$ cat src/hdl/dma_cluster_params.svh
// Sizing macros for the DMA cluster datapath
// Region size must be a power of two and the counter wider than a group count
`ifndef DMA_CLUSTER_PARAMS_SVH
`define DMA_CLUSTER_PARAMS_SVH

`define DMA_NUM_GROUPS      4
`define DMA_BANKS_PER_GROUP 4
`define DMA_WORD_BYTES      4

// Contiguous bytes one group owns in every region
`define DMA_SLICE_BYTES  (`DMA_BANKS_PER_GROUP * `DMA_WORD_BYTES)
`define DMA_REGION_BYTES (`DMA_SLICE_BYTES * `DMA_NUM_GROUPS)

`define DMA_ADDR_WIDTH 16
`define DMA_LEN_WIDTH  16
`define DMA_CNT_WIDTH  6

`endif
$ cat src/hdl/dma_ctrl_pkg.sv
// DMA controller state encoding
package dma_ctrl_pkg;

  typedef enum logic [1:0] {
    ST_IDLE,
    ST_ISSUE,
    ST_WAIT_ACCEPT,
    ST_WAIT_DONE
  } ctrl_state_e;

endpackage

$ cat src/hdl/dma_cluster_pkg.sv
// Datapath types of the DMA cluster
// Addresses, byte lengths, group masks and the outstanding count
`include "dma_cluster_params.svh"

package dma_cluster_pkg;

  // Byte address, word-aligned
  typedef logic [`DMA_ADDR_WIDTH-1:0] addr_t;

  // Byte length, multiple of the word size
  typedef logic [`DMA_LEN_WIDTH-1:0] len_t;

  typedef logic [`DMA_NUM_GROUPS-1:0] grp_mask_t;

  typedef logic [`DMA_CNT_WIDTH-1:0] cnt_t;

endpackage

$ cat src/hdl/dma_cluster_top.sv
// DMA cluster top level
// Request cut, region splitter, group distributor, counter and controller
`timescale 1ns/100ps
`include "dma_cluster_params.svh"

module dma_cluster_top (
  input  logic                                         clk_i,
  input  logic                                         rst_n_i,
  input  dma_cluster_pkg::addr_t                       req_src_i,
  input  dma_cluster_pkg::addr_t                       req_dst_i,
  input  dma_cluster_pkg::len_t                        req_len_i,
  input  logic                                         req_valid_i,
  output logic                                         req_ready_o,
  output dma_cluster_pkg::addr_t [`DMA_NUM_GROUPS-1:0] grp_src_o,
  output dma_cluster_pkg::addr_t [`DMA_NUM_GROUPS-1:0] grp_dst_o,
  output dma_cluster_pkg::len_t  [`DMA_NUM_GROUPS-1:0] grp_len_o,
  output dma_cluster_pkg::grp_mask_t                   grp_valid_o,
  input  dma_cluster_pkg::grp_mask_t                   grp_ready_i,
  input  dma_cluster_pkg::grp_mask_t                   grp_done_i,
  output logic                                         trans_complete_o,
  output logic                                         backend_idle_o
);

  dma_cluster_pkg::addr_t    cut_src, cut_dst, chunk_src, chunk_dst;
  dma_cluster_pkg::len_t     cut_len, chunk_len;
  dma_cluster_pkg::grp_mask_t accepted;
  logic                      cut_valid;
  logic                      load;
  logic                      step;
  logic                      last_chunk;
  logic                      all_accepted;
  logic                      none_outstanding;

  dma_req_cut i_req_cut (
    .clk_i  (clk_i      ),
    .rst_n_i(rst_n_i    ),
    .src_i  (req_src_i  ),
    .dst_i  (req_dst_i  ),
    .len_i  (req_len_i  ),
    .valid_i(req_valid_i),
    .ready_o(req_ready_o),
    .src_o  (cut_src    ),
    .dst_o  (cut_dst    ),
    .len_o  (cut_len    ),
    .valid_o(cut_valid  ),
    .pop_i  (load       )
  );

  dma_region_splitter i_region_splitter (
    .clk_i       (clk_i     ),
    .rst_n_i     (rst_n_i   ),
    .load_i      (load      ),
    .step_i      (step      ),
    .src_i       (cut_src   ),
    .dst_i       (cut_dst   ),
    .len_i       (cut_len   ),
    .chunk_src_o (chunk_src ),
    .chunk_dst_o (chunk_dst ),
    .chunk_len_o (chunk_len ),
    .last_chunk_o(last_chunk)
  );

  dma_group_distributor i_group_distributor (
    .clk_i         (clk_i       ),
    .rst_n_i       (rst_n_i     ),
    .step_i        (step        ),
    .chunk_src_i   (chunk_src   ),
    .chunk_dst_i   (chunk_dst   ),
    .chunk_len_i   (chunk_len   ),
    .grp_ready_i   (grp_ready_i ),
    .grp_src_o     (grp_src_o   ),
    .grp_dst_o     (grp_dst_o   ),
    .grp_len_o     (grp_len_o   ),
    .grp_valid_o   (grp_valid_o ),
    .accepted_o    (accepted    ),
    .all_accepted_o(all_accepted)
  );

  dma_outstanding_counter i_outstanding_counter (
    .clk_i             (clk_i           ),
    .rst_n_i           (rst_n_i         ),
    .accepted_i        (accepted        ),
    .done_i            (grp_done_i      ),
    .none_outstanding_o(none_outstanding)
  );

  dma_ctrl i_ctrl (
    .clk_i             (clk_i           ),
    .rst_n_i           (rst_n_i         ),
    .cut_valid_i       (cut_valid       ),
    .last_chunk_i      (last_chunk      ),
    .all_accepted_i    (all_accepted    ),
    .none_outstanding_i(none_outstanding),
    .load_o            (load            ),
    .step_o            (step            ),
    .trans_complete_o  (trans_complete_o),
    .backend_idle_o    (backend_idle_o  )
  );

endmodule

$ cat src/hdl/dma_ctrl.sv
// Burst sequencing FSM
// Registered completion pulse and idle status
`timescale 1ns/100ps

module dma_ctrl (
  input  logic clk_i,
  input  logic rst_n_i,
  input  logic cut_valid_i,
  input  logic last_chunk_i,
  input  logic all_accepted_i,
  input  logic none_outstanding_i,
  output logic load_o,
  output logic step_o,
  output logic trans_complete_o,
  output logic backend_idle_o
);
  import dma_ctrl_pkg::*;

  ctrl_state_e state_q, state_d;
  logic        last_q;
  logic        trans_complete_d;
  logic        backend_idle_d;

  always_comb begin
    state_d          = state_q;
    load_o           = 1'b0;
    step_o           = 1'b0;
    trans_complete_d = 1'b0;
    case (state_q)
      ST_IDLE: begin
        if (cut_valid_i) begin
          load_o  = 1'b1;
          state_d = ST_ISSUE;
        end
      end
      ST_ISSUE: begin
        step_o  = 1'b1;
        state_d = ST_WAIT_ACCEPT;
      end
      ST_WAIT_ACCEPT: begin
        if (all_accepted_i) begin
          state_d = last_q ? ST_WAIT_DONE : ST_ISSUE;
        end
      end
      ST_WAIT_DONE: begin
        if (none_outstanding_i) begin
          state_d          = ST_IDLE;
          trans_complete_d = 1'b1;
        end
      end
      default: state_d = ST_IDLE;
    endcase
  end

  // Busy as soon as a request is taken from the cut
  assign backend_idle_d = (state_q == ST_IDLE) & ~load_o;

  always_ff @(posedge clk_i or negedge rst_n_i) begin
    if (!rst_n_i) begin
      state_q          <= ST_IDLE;
      last_q           <= 1'b0;
      trans_complete_o <= 1'b0;
      backend_idle_o   <= 1'b1;
    end else begin
      state_q          <= state_d;
      trans_complete_o <= trans_complete_d;
      backend_idle_o   <= backend_idle_d;
      // Splitter moves on after step, so remember whether this chunk ends the burst
      if (step_o) last_q <= last_chunk_i;
    end
  end

endmodule

$ cat src/hdl/dma_outstanding_counter.sv
// Count of group pieces accepted but not yet reported done
`timescale 1ns/100ps
`include "dma_cluster_params.svh"

module dma_outstanding_counter (
  input  logic                       clk_i,
  input  logic                       rst_n_i,
  input  dma_cluster_pkg::grp_mask_t accepted_i,
  input  dma_cluster_pkg::grp_mask_t done_i,
  output logic                       none_outstanding_o
);
  import dma_cluster_pkg::*;

  cnt_t cnt_q, cnt_d;

  // Accepts and done pulses of the same cycle net out
  assign cnt_d = cnt_q + cnt_t'($countones(accepted_i)) - cnt_t'($countones(done_i));

  always_ff @(posedge clk_i or negedge rst_n_i) begin
    if (!rst_n_i) begin
      cnt_q <= '0;
    end else begin
      cnt_q <= cnt_d;
    end
  end

  assign none_outstanding_o = (cnt_q == '0);

  if (`DMA_CNT_WIDTH <= $clog2(`DMA_NUM_GROUPS + 1))
    $fatal(1, "[dma_outstanding_counter] Counter too narrow for the group count.");

endmodule

$ cat src/hdl/dma_group_distributor.sv
// Per-group piece extraction from a region-bounded chunk
// Each piece is held with its valid until the group accepts it
`timescale 1ns/100ps
`include "dma_cluster_params.svh"

module dma_group_distributor (
  input  logic                                           clk_i,
  input  logic                                           rst_n_i,
  input  logic                                           step_i,
  input  dma_cluster_pkg::addr_t                         chunk_src_i,
  input  dma_cluster_pkg::addr_t                         chunk_dst_i,
  input  dma_cluster_pkg::len_t                          chunk_len_i,
  input  dma_cluster_pkg::grp_mask_t                     grp_ready_i,
  output dma_cluster_pkg::addr_t [`DMA_NUM_GROUPS-1:0]   grp_src_o,
  output dma_cluster_pkg::addr_t [`DMA_NUM_GROUPS-1:0]   grp_dst_o,
  output dma_cluster_pkg::len_t  [`DMA_NUM_GROUPS-1:0]   grp_len_o,
  output dma_cluster_pkg::grp_mask_t                     grp_valid_o,
  output dma_cluster_pkg::grp_mask_t                     accepted_o,
  output logic                                           all_accepted_o
);
  import dma_cluster_pkg::*;

  localparam int unsigned region_aw = $clog2(`DMA_REGION_BYTES);

  // One extra bit so the chunk end can equal the region size
  typedef logic [region_aw:0] off_t;

  off_t                        chunk_off, chunk_end;
  off_t [`DMA_NUM_GROUPS-1:0]  piece_lo, piece_hi;
  grp_mask_t                   hit;
  grp_mask_t                   valid_q;

  assign chunk_off = off_t'(chunk_dst_i[region_aw-1:0]);
  assign chunk_end = chunk_off + off_t'(chunk_len_i);

  // Intersect the chunk with the slice of every group
  always_comb begin
    for (int g = 0; g < `DMA_NUM_GROUPS; g++) begin
      piece_lo[g] = (chunk_off > off_t'(g * `DMA_SLICE_BYTES)) ?
                    chunk_off : off_t'(g * `DMA_SLICE_BYTES);
      piece_hi[g] = (chunk_end < off_t'((g + 1) * `DMA_SLICE_BYTES)) ?
                    chunk_end : off_t'((g + 1) * `DMA_SLICE_BYTES);
      hit[g]      = piece_hi[g] > piece_lo[g];
    end
  end

  always_ff @(posedge clk_i or negedge rst_n_i) begin
    if (!rst_n_i) begin
      valid_q <= '0;
    end else if (step_i) begin
      valid_q <= hit;
    end else begin
      valid_q <= valid_q & ~grp_ready_i;
    end
  end

  // Fields only load on a new chunk so a stalled piece stays stable
  always_ff @(posedge clk_i) begin
    if (step_i) begin
      for (int g = 0; g < `DMA_NUM_GROUPS; g++) begin
        grp_src_o[g] <= chunk_src_i + addr_t'(piece_lo[g] - chunk_off);
        grp_dst_o[g] <= chunk_dst_i + addr_t'(piece_lo[g] - chunk_off);
        grp_len_o[g] <= len_t'(piece_hi[g] - piece_lo[g]);
      end
    end
  end

  assign grp_valid_o    = valid_q;
  assign accepted_o     = valid_q & grp_ready_i;
  assign all_accepted_o = ~|(valid_q & ~grp_ready_i);

endmodule

$ cat src/hdl/dma_region_splitter.sv
// Current burst registers and region-bounded chunk generation
`timescale 1ns/100ps
`include "dma_cluster_params.svh"

module dma_region_splitter (
  input  logic                   clk_i,
  input  logic                   rst_n_i,
  input  logic                   load_i,
  input  logic                   step_i,
  input  dma_cluster_pkg::addr_t src_i,
  input  dma_cluster_pkg::addr_t dst_i,
  input  dma_cluster_pkg::len_t  len_i,
  output dma_cluster_pkg::addr_t chunk_src_o,
  output dma_cluster_pkg::addr_t chunk_dst_o,
  output dma_cluster_pkg::len_t  chunk_len_o,
  output logic                   last_chunk_o
);
  import dma_cluster_pkg::*;

  localparam int unsigned region_aw = $clog2(`DMA_REGION_BYTES);

  addr_t cur_src_q, cur_dst_q;
  len_t  rem_len_q, to_boundary, chunk_len;

  // Bytes left before the destination enters the next region
  assign to_boundary  = len_t'(`DMA_REGION_BYTES) - len_t'(cur_dst_q[region_aw-1:0]);
  assign chunk_len    = (rem_len_q < to_boundary) ? rem_len_q : to_boundary;
  assign last_chunk_o = (rem_len_q == chunk_len);
  assign chunk_src_o  = cur_src_q;
  assign chunk_dst_o  = cur_dst_q;
  assign chunk_len_o  = chunk_len;

  always_ff @(posedge clk_i or negedge rst_n_i) begin
    if (!rst_n_i) begin
      rem_len_q <= '0;
    end else if (load_i) begin
      rem_len_q <= len_i;
    end else if (step_i) begin
      rem_len_q <= rem_len_q - chunk_len;
    end
  end

  always_ff @(posedge clk_i) begin
    if (load_i) begin
      cur_src_q <= src_i;
      cur_dst_q <= dst_i;
    end else if (step_i) begin
      cur_src_q <= cur_src_q + addr_t'(chunk_len);
      cur_dst_q <= cur_dst_q + addr_t'(chunk_len);
    end
  end

  if (`DMA_REGION_BYTES != (1 << region_aw))
    $fatal(1, "[dma_region_splitter] Region size must be a power of two.");

endmodule

$ cat src/hdl/dma_req_cut.sv
// Two-entry spill register on the incoming burst request
`timescale 1ns/100ps

module dma_req_cut (
  input  logic                   clk_i,
  input  logic                   rst_n_i,
  input  dma_cluster_pkg::addr_t src_i,
  input  dma_cluster_pkg::addr_t dst_i,
  input  dma_cluster_pkg::len_t  len_i,
  input  logic                   valid_i,
  output logic                   ready_o,
  output dma_cluster_pkg::addr_t src_o,
  output dma_cluster_pkg::addr_t dst_o,
  output dma_cluster_pkg::len_t  len_o,
  output logic                   valid_o,
  input  logic                   pop_i
);
  import dma_cluster_pkg::*;

  logic  a_full_q, b_full_q;
  logic  a_fill, a_drain, b_fill, b_drain;
  addr_t a_src_q, a_dst_q, b_src_q, b_dst_q;
  len_t  a_len_q, b_len_q;

  // Stage b only fills when the head stalls, and it is always the older entry
  assign a_fill  = valid_i & ready_o;
  assign a_drain = a_full_q & ~b_full_q;
  assign b_fill  = a_drain & ~pop_i;
  assign b_drain = b_full_q & pop_i;

  always_ff @(posedge clk_i or negedge rst_n_i) begin
    if (!rst_n_i) begin
      a_full_q <= 1'b0;
      b_full_q <= 1'b0;
    end else begin
      if (a_fill || a_drain) a_full_q <= a_fill;
      if (b_fill || b_drain) b_full_q <= b_fill;
    end
  end

  always_ff @(posedge clk_i) begin
    if (a_fill) begin
      a_src_q <= src_i;
      a_dst_q <= dst_i;
      a_len_q <= len_i;
    end
    if (b_fill) begin
      b_src_q <= a_src_q;
      b_dst_q <= a_dst_q;
      b_len_q <= a_len_q;
    end
  end

  assign ready_o = ~a_full_q | ~b_full_q;
  assign valid_o = a_full_q | b_full_q;
  assign src_o   = b_full_q ? b_src_q : a_src_q;
  assign dst_o   = b_full_q ? b_dst_q : a_dst_q;
  assign len_o   = b_full_q ? b_len_q : a_len_q;

endmodule

$ cat config.mk
export PLATFORM = sky130hd
export DESIGN_NAME = dma_cluster_top
export DESIGN_NICKNAME = d
export VERILOG_FILES = /design/src/hdl/dma_ctrl_pkg.sv /design/src/hdl/dma_cluster_pkg.sv /design/src/hdl/dma_cluster_top.sv /design/src/hdl/dma_ctrl.sv /design/src/hdl/dma_outstanding_counter.sv /design/src/hdl/dma_group_distributor.sv /design/src/hdl/dma_region_splitter.sv /design/src/hdl/dma_req_cut.sv
export VERILOG_INCLUDE_DIRS = /design/src /design/src/hdl
export SDC_FILE = /design/constraint.sdc
export NUM_CORES = 1
export LEC_CHECK = 0
export BUFFER_PORTS_ARGS = -buffer_cell sky130_fd_sc_hd__buf_4
export CAP_MARGIN = 25
export CORE_MARGIN = 2
export CORE_UTILIZATION = 62
export DETAILED_ROUTE_END_ITERATION = 6
export PLACE_DENSITY = 0.82
export REMOVE_ABC_BUFFERS = 1
export SETUP_SLACK_MARGIN = 0.3
export SLEW_MARGIN = 20
export SYNTH_ARGS = -nofsm -noshare
export SYNTH_HDL_FRONTEND = slang
export SYNTH_SLANG_ARGS = --single-unit
$ cat constraint.sdc
create_clock -name clk_i -period 11.56 [get_ports clk_i]
set_input_delay 0.578 -clock clk_i [delete_from_list [all_inputs] [get_ports clk_i]]
set_output_delay 0.578 -clock clk_i [all_outputs]
set_load 0.02 [all_outputs]
==> results of run 1 <==
==> area by class of cell <==
cell class	instances	share of cell area, %
sequential	321	39.7
inverter	91	1.45
timing repair buffer	269	8.48
clock inverter	19	1.24
multi-input combinational	1372	42.7
tap	442	2.32
clock buffer	43	4.02
==> cells by family (layout without fill, tap and decap cells) <==
kind of cell,after synthesis,in the layout,synth area share [%]
fa+ha+maj,219,219,14.1
mux,42,42,2.27
compound gates,489,489,15.5
buf+inv,161,422,3.66
simple gates,435,435,10.6
flops,321,321,46.7
xor+xnor,167,167,7.20
other cells,1,20,0.0185
==> metrics by stage <==
| step | cell area, sq um | utilization, % | worst slack [ns] |
|---|---|---|---|
| 3_5_place_dp | 22600 | 69.8 | 3.57 |
| 6_report | 23800 | 73.7 | 3.39 |
| 2_1_floorplan | 20000 | - | 4.81 |
| 5_1_grt | 23800 | 73.7 | 2.81 |
| 3_3_place_gp | 22600 | 69.7 | 3.79 |
| 4_1_cts | 23800 | 73.6 | 3.51 |
==> layer usage <==
layer	vias to the layer above	wire (um)	part of all wire, %	track usage [%]
met3	101	3100	6.1	3.58
li1	7275	-	-	-
met4	0	1350	2.7	8.86
met2	601	24600	49	50.4
met1	7357	21500	43	39.9
met5	-	0	0	0
==> placed cells by master, fill, tap and decap left out, types with 33 or more instances in the layout <==
cell type,count
nand3_1,33
nand2_1,101
nor2_1,113
nor3_1,34
buf_4,268
o21ai_0,114
xor2_1,50
a21oi_1,127
xnor2_1,117
a211oi_1,37
clkbuf_16,37
ha_1,202
nand2b_1,38
a21o_1,58
inv_1,90
edfxtp_1,288
==> critical path, delay by kind of cell (launching register included) <==
kind	cells	cell delay (ns)
buffers and inverters	3	0.58
adder cells (fa/ha/maj)	5	1.61
AND/OR/NAND/NOR	11	3.07
XOR/XNOR	1	0.16
AO/OA/AOI/OAI	9	1.78
flip-flops	1	0.70
==> worst max path at each step <==
stage	start	to	slack, ns	depth (start not counted)
finish	i_region_splitter.chunk_dst_o[1]	i_group_distributor.grp_len_o[21]	3.39	29
global placement	i_region_splitter.chunk_dst_o[1]	i_group_distributor.grp_valid_o[3]	3.79	30
global route	i_region_splitter.chunk_dst_o[1]	i_group_distributor.grp_valid_o[3]	2.81	30
detailed placement	i_region_splitter.chunk_dst_o[1]	i_group_distributor.grp_valid_o[3]	3.57	30
CTS	i_region_splitter.chunk_dst_o[1]	i_group_distributor.grp_len_o[21]	3.51	29
floorplan	i_region_splitter.chunk_dst_o[1]	i_group_distributor.grp_len_o[22]	4.81	26
==> metrics.yaml, run 1 <==
setup_path:
  slowest_stage: "edfxtp_1"
  reg2regPathDepth: 29
  cp-start-kind: "flop"
  reg2reg_to: "i_group_distributor.grp_len_o[21]"
  cp.required_ns: 11.82
  crit_path_max_incr_delay_ns: 0.70
  path_max_fanout: 23
  crit_arrival_ns: 8.43
  path_class: "reg -> reg"
  endpoint_kind: "flop"
  rr_startpoint: "i_region_splitter.chunk_dst_o[1]"
  ff2ff_setup_slack_ns: 3.39
sta:
  final_max_slew_viol_count: 0
  finalHoldViolations: 0
  rsz0062_at_grt: "false"
  finalSetupViolCount: 0
  tightest_slew_ns: 1.20
  slew_headroom_pct: 19.1
  clock_skew_ns: 0.0195
  clock.fmax_ghz: 0.122
  post-route-period-util_pct: 70.7
  layout_min_cycle_time_ns: 8.17
  holdWs_ns: 0.0102
  finalSetupTns_ns: 0
placement:
  gp_congestion: 0.924
  place_hpwl_um: 38200
  placed_cells: 2494
  port_buffers: 257
run:
  drv_cap: 0
floorplan:
  io_pins: 258
  die_width_um: 185
  dieArea_sq_um: 34200
  core_sq_um: 32400
  initial_utilization_pct: 62.7
  rows: 66
  fp.dieH_um: 185
finish:
  multiInputGateArea_sq_um: 10200
  n_fill_cell: 2311
  seq_area_sq_um: 9480
  fin_cells: 2557
  area_growth_pct: 17.4
  drive_above_1_share_pct: 17.7
  nNetsFinal: 2367
  biggestRegsByFlops: "i_group_distributor.grp_dst_o x64, i_group_distributor.grp_src_o x64, i_group_distributor.grp_len_o x32"
  antennaDiodeCount: 0
grt:
  grt_pass1_vias: 15000
  grt-ovfl-total: 0
  grt_pass1_wl_um: 78300
  grt_max_degree: 98
  grt_use_total_pct: 29.6
  antenna_found_initial: 0
detailed_routing:
  wirelength_um: 50500
  drt_iter0_markers: 1125
  num_vias: 15300
  dr.pass1.iters: 7
  ant_nets: 0
  vias_per_cell: 6.00
  route.detailed.drc: 0
  routedWlPerCell_um: 19.7
synth:
  yosysTopAreaCellShare_pct: 42.6
  synth_edf_count: 288
  yosysMostFrequentCell: "edfxtp_1"
  ys_ff_latch: 321
  synth_ff_type: "edfxtp_1"
  synth_seq_area_share_pct: 46.7
  synth.distinct_cells: 70
  synth_area_leaders: "edfxtp_1 (43%), ha_1 (12%), xnor2_1 (5.0%), dfrtp_1 (3.9%), a21oi_1 (3.1%)"
  syn_inst: 1835
  ys_async_sr_fraction_pct: 10.3
  yosysTopAreaCell: "edfxtp_1"
  yosysWarningCount: 0
  synth_commonest_cells: "edfxtp_1 (288), ha_1 (202), a21oi_1 (127)"
  avgSynthCellArea_sq_um: 11.1
  syn-cell-area_sq_um: 20300
clock_network:
  cts_sinks: 321
  numCtsBuffers: 34
  clkTransAtPathRegs_ns: 0.06
  cts_tree: "done"
  htreeDepth: 2
  cts_resized: 0
  insertion_delay_ns: 0.52
  post_cts_buffers: 0
  cts_hold_buf: 0
  clockBufferDepth: 3
  clockRootBuffer: "clkbuf_16"
worst_hold_path:
  hp-class: "in -> async"
run_status:
  status: "completed"
Power of run 1 is not shown: default switching activity piles up to over one toggle a cycle in this logic, so the estimate is an artifact.
==> run 2, diff against run 1 <==
--- a/config.mk
+++ b/config.mk
@@ -9,9 +9,9 @@
 export BUFFER_PORTS_ARGS = -buffer_cell sky130_fd_sc_hd__buf_4
 export CAP_MARGIN = 25
 export CORE_MARGIN = 2
-export CORE_UTILIZATION = 62
+export CORE_UTILIZATION = 54
 export DETAILED_ROUTE_END_ITERATION = 6
-export PLACE_DENSITY = 0.82
+export PLACE_DENSITY = 0.75
 export REMOVE_ABC_BUFFERS = 1
 export SETUP_SLACK_MARGIN = 0.3
 export SLEW_MARGIN = 20
==> constraint.sdc (replaced) <==
create_clock -name clk_i -period 6.9 [get_ports clk_i]
set_input_delay 0.345 -clock clk_i [delete_from_list [all_inputs] [get_ports clk_i]]
set_output_delay 0.345 -clock clk_i [all_outputs]
set_load 0.02 [all_outputs]
==> metrics.yaml, run 2 (synthesis results as in run 1) <==
floorplan:
  initial_utilization_pct: 54.4  # -8.3 points
  io_pins: 258  # unchanged
  rows: 71  # +7.6%
  dieArea_sq_um: 39200  # +14%
  fp.dieH_um: 198  # +7.0%
  die_width_um: 198  # +7.0%
  core_sq_um: 37300  # +15%
worst_hold_path:
  hp-class: "in -> reg"
  min_from: "grp_ready_i[2]"
placement:
  placed_cells: 2548  # +2.2%
  gp_congestion: 0.925  # about the same
  port_buffers: 257  # unchanged
  place_hpwl_um: 38700  # +1.4%
finish:
  area_growth_pct: 20.7
  n_fill_cell: 2869  # +24%
  mostFrequentLayoutCell: "buf_4"
  nNetsFinal: 2443  # +3.2%
  antennaDiodeCount: 0  # unchanged
  final_util_pct: 65.7  # -8.0 points
  final_cell_mix: "buf_4 (295), edfxtp_1 (288), ha_1 (200)"
  fin_cells: 2663  # +4.1%
  drive_above_1_share_pct: 18.7  # +1.0 points
  biggestRegsByFlops: "i_group_distributor.grp_dst_o x64, i_group_distributor.grp_src_o x64, i_group_distributor.grp_len_o x32"
grt:
  use_met2_pct: 43.7  # -6.8 points
  antenna_found_initial: 0  # unchanged
  grt_busiest_layer: "met2"
  grt_max_degree: 92  # -6.1%
  grt-ovfl-total: 0  # unchanged
  grt_pass1_wl_um: 79800  # +2.0%
  grt_use_total_pct: 26.2  # -3.4 points
  grt_pass1_vias: 15100  # +0.90%
  use_met3_pct: 3.47  # -0.10 points
  met1_usage_pct: 35.7  # -4.1 points
clock_network:
  cts_sinks: 321  # unchanged
  clockBufferDepth: 3  # unchanged
  clkTransAtPathRegs_ns: 0.06  # about the same
  htreeDepth: 2  # unchanged
  cts_tree: "done"
  numCtsBuffers: 34  # unchanged
  clockRootBuffer: "clkbuf_16"
  insertion_delay_ns: 0.55  # +0.03 ns
sta:
  clock.fmax_ghz: 0.157  # +29%
  post-route-period-util_pct: 92.0  # +21 points
  finalHoldViolations: 0  # unchanged
  rsz0062_at_grt: "false"
  finalSetupTns_ns: 0  # unchanged
  final_max_slew_viol_count: 0  # unchanged
  clock_skew_ns: 0.0229  # +0.00339 ns
  layout_min_cycle_time_ns: 6.35  # -1.82 ns
  finalSetupViolCount: 0  # unchanged
  tightest_slew_ns: 0.996  # -0.202 ns
  slew_headroom_pct: 33.6  # +14 points
  holdWs_ns: 0.128  # +0.118 ns
setup_path:
  cp-start-kind: "flop"
  cp_common_cell: "ha_1"
  ff2ff_setup_slack_ns: 0.55  # -2.84 ns
  cp.required_ns: 7.20  # -4.62 ns
  path_class: "reg -> reg"
  crit_family: "simple AND/OR/NAND/NOR gates"
  crit_start: "i_region_splitter.chunk_dst_o[0]"
  crit_path_max_incr_delay_ns: 0.60  # -0.10 ns
  path_max_fanout: 12  # -48%
  endpoint_kind: "flop"
  slowest_stage: "or4b_2"
  crit_buf_inv: 3  # unchanged
  crit_arrival_ns: 6.65  # -1.78 ns
  rr_startpoint: "i_region_splitter.chunk_dst_o[0]"
detailed_routing:
  route.detailed.drc: 0  # unchanged
  num_vias: 15300  # -0.16%
  wirelength_um: 51100  # +1.1%
  vias_per_cell: 5.75  # -4.1%
  ant_nets: 0  # unchanged
  routedWlPerCell_um: 19.2  # -2.9%
  drt_iter0_markers: 938  # -17%
  dr.pass1.iters: 5  # -2
run:
  drv_cap: 0  # unchanged
run_status:
  status: "completed"
## run 2: final timing paths
kind                                                       to  cells past startpoint
max in group asynchronous                  i_req_cut.b_full_q                      2
min                        i_group_distributor.grp_valid_o[2]                      3
max reg2reg                 i_group_distributor.grp_len_o[37]                     27
max                         i_group_distributor.grp_len_o[37]                     27
min in group asynchronous     i_region_splitter.rem_len_q[12]                      2
min reg2reg                              i_req_cut.b_len_q[9]                      0
## run 2: per-layer routing
metal | up-vias | part of all wire [%] | wire [um]
met2 | 444 | 48 | 24500
met3 | 90 | 5.2 | 2640
met1 | 7338 | 44 | 22700
met5 | - | 0 | 0
met4 | 0 | 2.6 | 1300
li1 | 7437 | - | -
## run 2: repair_timing
action	CTS	global route
hold buffers	50	0
endpoints found under the hold margin	81	0
setup buffers	0	5
gates resized for setup	7	17
pin swaps	2	2
setup endpoints to repair	17	25
## run 2: worst min-delay path, delay by kind of cell
family,cells,cell delay [ns]
simple gates,1,0.12
buf+inv,1,0.08
compound gates,1,0.08
## run 2: area by class of cell
| type | count | area [sq um] | area share (%) |
|---|---|---|---|
| clock buffer | 44 | 920 | 3.75 |
| timing repair buffer | 345 | 2720 | 11.1 |
| sequential | 321 | 9480 | 38.7 |
| tap | 474 | 593 | 2.42 |
| inverter | 91 | 350 | 1.43 |
| multi-input combinational | 1372 | 10300 | 41.8 |
| clock inverter | 16 | 203 | 0.827 |
## run 2: metrics by stage
step                cell area [sq um]  setup slack [ns]
global placement                22800             0.284
CTS                             24400             0.311
floorplan                       20000             0.151
finish                          24500             0.549
detailed placement              22800            0.0715
global route                    24500             0.311
Power of run 2 is left out for the same reason.
==> run 3, diff against run 2 <==
--- a/config.mk
+++ b/config.mk
@@ -17,4 +17,5 @@
 export SLEW_MARGIN = 20
 export SYNTH_ARGS = -nofsm -noshare
 export SYNTH_HDL_FRONTEND = slang
+export SYNTH_HIERARCHICAL = 1
 export SYNTH_SLANG_ARGS = --single-unit
==> metrics.yaml, run 3 <==
grt:
  grt_pass1_vias: 15300  # +1.3%
  grt_use_total_pct: 25.1  # -1.2 points
  grt-ovfl-total: 0  # unchanged
  grt_pass1_wl_um: 81500  # +2.1%
  grt_max_degree: 83  # -9.8%
  antenna_found_initial: 0  # unchanged
finish:
  final_cell_mix: "edfxtp_1 (288), buf_4 (279), ha_1 (207)"
  biggestRegsByFlops: "i_group_distributor/grp_dst_o x64, i_group_distributor/grp_src_o x64, i_group_distributor/grp_len_o x32"
  nNetsFinal: 2517  # +3.0%
  final_util_pct: 65.4  # -0.27 points
  mostFrequentLayoutCell: "edfxtp_1"
  drive_above_1_share_pct: 19.9  # +1.2 points
  area_growth_pct: 19.3
  antennaDiodeCount: 0  # unchanged
clock_network:
  clockBufferDepth: 3  # unchanged
  cts_sinks: 321  # unchanged
  clockRootBuffer: "clkbuf_16"
  htreeDepth: 2  # unchanged
  insertion_delay_ns: 0.55  # about the same
  numCtsBuffers: 36  # +5.9%
  cts_tree: "done"
  clkTransAtPathRegs_ns: 0.06  # about the same
detailed_routing:
  dr.pass1.iters: 6  # +1
  wirelength_um: 52100  # +2.1%
  highest_layer: "met4"
  wl_met2_um: 24000  # -1.8%
  ant_nets: 0  # unchanged
  route.detailed.drc: 0  # unchanged
  vias_per_cell: 5.74  # -0.18%
  dr_wl_met3_um: 3350  # +27%
  wl_met1_um: 23100  # +1.8%
  routedWlPerCell_um: 18.7  # -2.3%
  drt_iter0_markers: 988  # +5.3%
  num_vias: 16000  # +4.2%
setup_path:
  cp-start-kind: "flop"
  endpoint_kind: "flop"
  crit_arrival_ns: 6.39  # -0.26 ns
  crit_start: "i_region_splitter/chunk_dst_o[0]"
  reg2regPathDepth: 26  # -3.7%
  rr_startpoint: "i_region_splitter/chunk_dst_o[0]"
  cp.required_ns: 7.19  # about the same
  path_max_fanout: 15  # +3
  path_class: "reg -> reg"
  ff2ff_setup_slack_ns: 0.80  # +0.25 ns
floorplan:
  core_sq_um: 38800  # +4.1%
  rows: 72  # +1.4%
  fp.dieH_um: 203  # +2.4%
  io_pins: 258  # unchanged
  dieArea_sq_um: 41100  # +4.8%
  initial_utilization_pct: 54.9  # +0.44 points
  die_width_um: 203  # +2.4%
sta:
  clock_skew_ns: 0.00989  # -0.0130 ns
  layout_min_cycle_time_ns: 6.10  # -0.255 ns
  slew_headroom_pct: 34.4  # +0.79 points
  final_max_slew_viol_count: 0  # unchanged
  finalSetupViolCount: 0  # unchanged
  tightest_slew_ns: 0.984  # -0.0118 ns
  finalHoldViolations: 0  # unchanged
  post-route-period-util_pct: 88.4  # -3.7 points
  clock.fmax_ghz: 0.164  # +4.2%
  rsz0062_at_grt: "false"
placement:
  port_buffers: 257  # unchanged
  gp_congestion: 0.894  # -3.3%
  place_hpwl_um: 39300  # +1.6%
run:
  drv_cap: 0  # unchanged
run_status:
  status: "completed"
synth:
  yosysWarningCount: 6  # +6
  avgSynthCellArea_sq_um: 11.1  # +0.73%
  syn_inst: 1911  # +4.1%
  syn-cell-area_sq_um: 21300  # +4.9%
worst_hold_path:
  hp-class: "in -> reg"
  min_from: "grp_ready_i[0]"
  whs_path_depth: 3  # unchanged
run 3: changes by cell type in the layout (fill, tap and decap cells not counted), sizes merged, moves of 10 or more:
cell / before / now
conb: 20 / 30
mux2: 15 / 65
buf: 295 / 280
xnor2: 117 / 106
o31ai: 5 / 15
mux2i: 27 / 17
a211oi: 38 / 17
nand2: 101 / 124
nor3: 37 / 50
nand2b: 38 / 27
run 3: path summary, 6_finish.rpt:
| check | to |
|---|---|
| max | i_group_distributor/grp_len_o[5] |
| min | i_group_distributor/grp_valid_o[0] |
| max reg2reg | i_group_distributor/grp_len_o[5] |
| min reg2reg | i_req_cut/b_len_q[8] |
| max in group asynchronous | i_req_cut/b_full_q |
| min in group asynchronous | i_outstanding_counter/cnt_q[4] |
run 3: timing repair:
action,in CTS,in global routing
setup buffers,0,2
endpoints found under the setup margin,0,4
resized for setup,0,2
hold buffers,50,0
hold endpoints to repair,81,0
run 3: through the flow:
step / hold slack [ns] / worst slack, ns / TNS [ns] / std cells / cell area, sq um
6_report: 0.124 / 0.804 / 0 / 2781 / 25400
5_1_grt: 0.141 / 0.315 / 0 / 2781 / 25400
4_1_cts: 0.0935 / 0.621 / 0 / 2778 / 25400
3_5_place_dp: 0.334 / 0.649 / 0 / 2662 / 23700
3_3_place_gp: 0.329 / 0.907 / 0 / 2662 / 23700
2_1_floorplan: 0.0494 / -3.88 / -238.83 / 1867 / 20900
run 3: critical path: stages, from the launching register on:
cell	delay, ns
edfxtp_1	0.40
buf_4	0.21
inv_1	0.09
ha_1	0.19
nand2_1	0.09
nor3_1	0.30
inv_1	0.08
ha_1	0.29
nand4b_1	0.10
a211oi_1	0.36
nor4_4	0.06
buf_4	0.19
mux2i_2	0.37
ha_1	0.31
a21o_1	0.16
a21oi_1	0.27
nor4_1	0.13
nor4b_4	0.44
nand3_1	0.26
nor2_1	0.27
ha_1	0.29
nor2b_1	0.13
o21ai_0	0.21
a21boi_0	0.15
o21ai_0	0.19
nand2b_1	0.12
xor2_1	0.15
run 3: layer usage:
layer | up-vias | track usage, %
met3 | 98 | 3.76
li1 | 7735 | -
met2 | 549 | 40.0
met4 | 0 | 9.38
met1 | 7577 | 34.7
met5 | - | 0
run 3: cell type report:
cell class,instances,area [sq um]
Clock buffer,38,930
Clock inverter,28,280
Fill cell,2978,13400
Inverter,87,327
Multi-Input combinational cell,1459,11100
Sequential cell,321,9480
Tap cell,518,648
Timing Repair Buffer,330,2610
Power of run 3 is left out for the same reason.
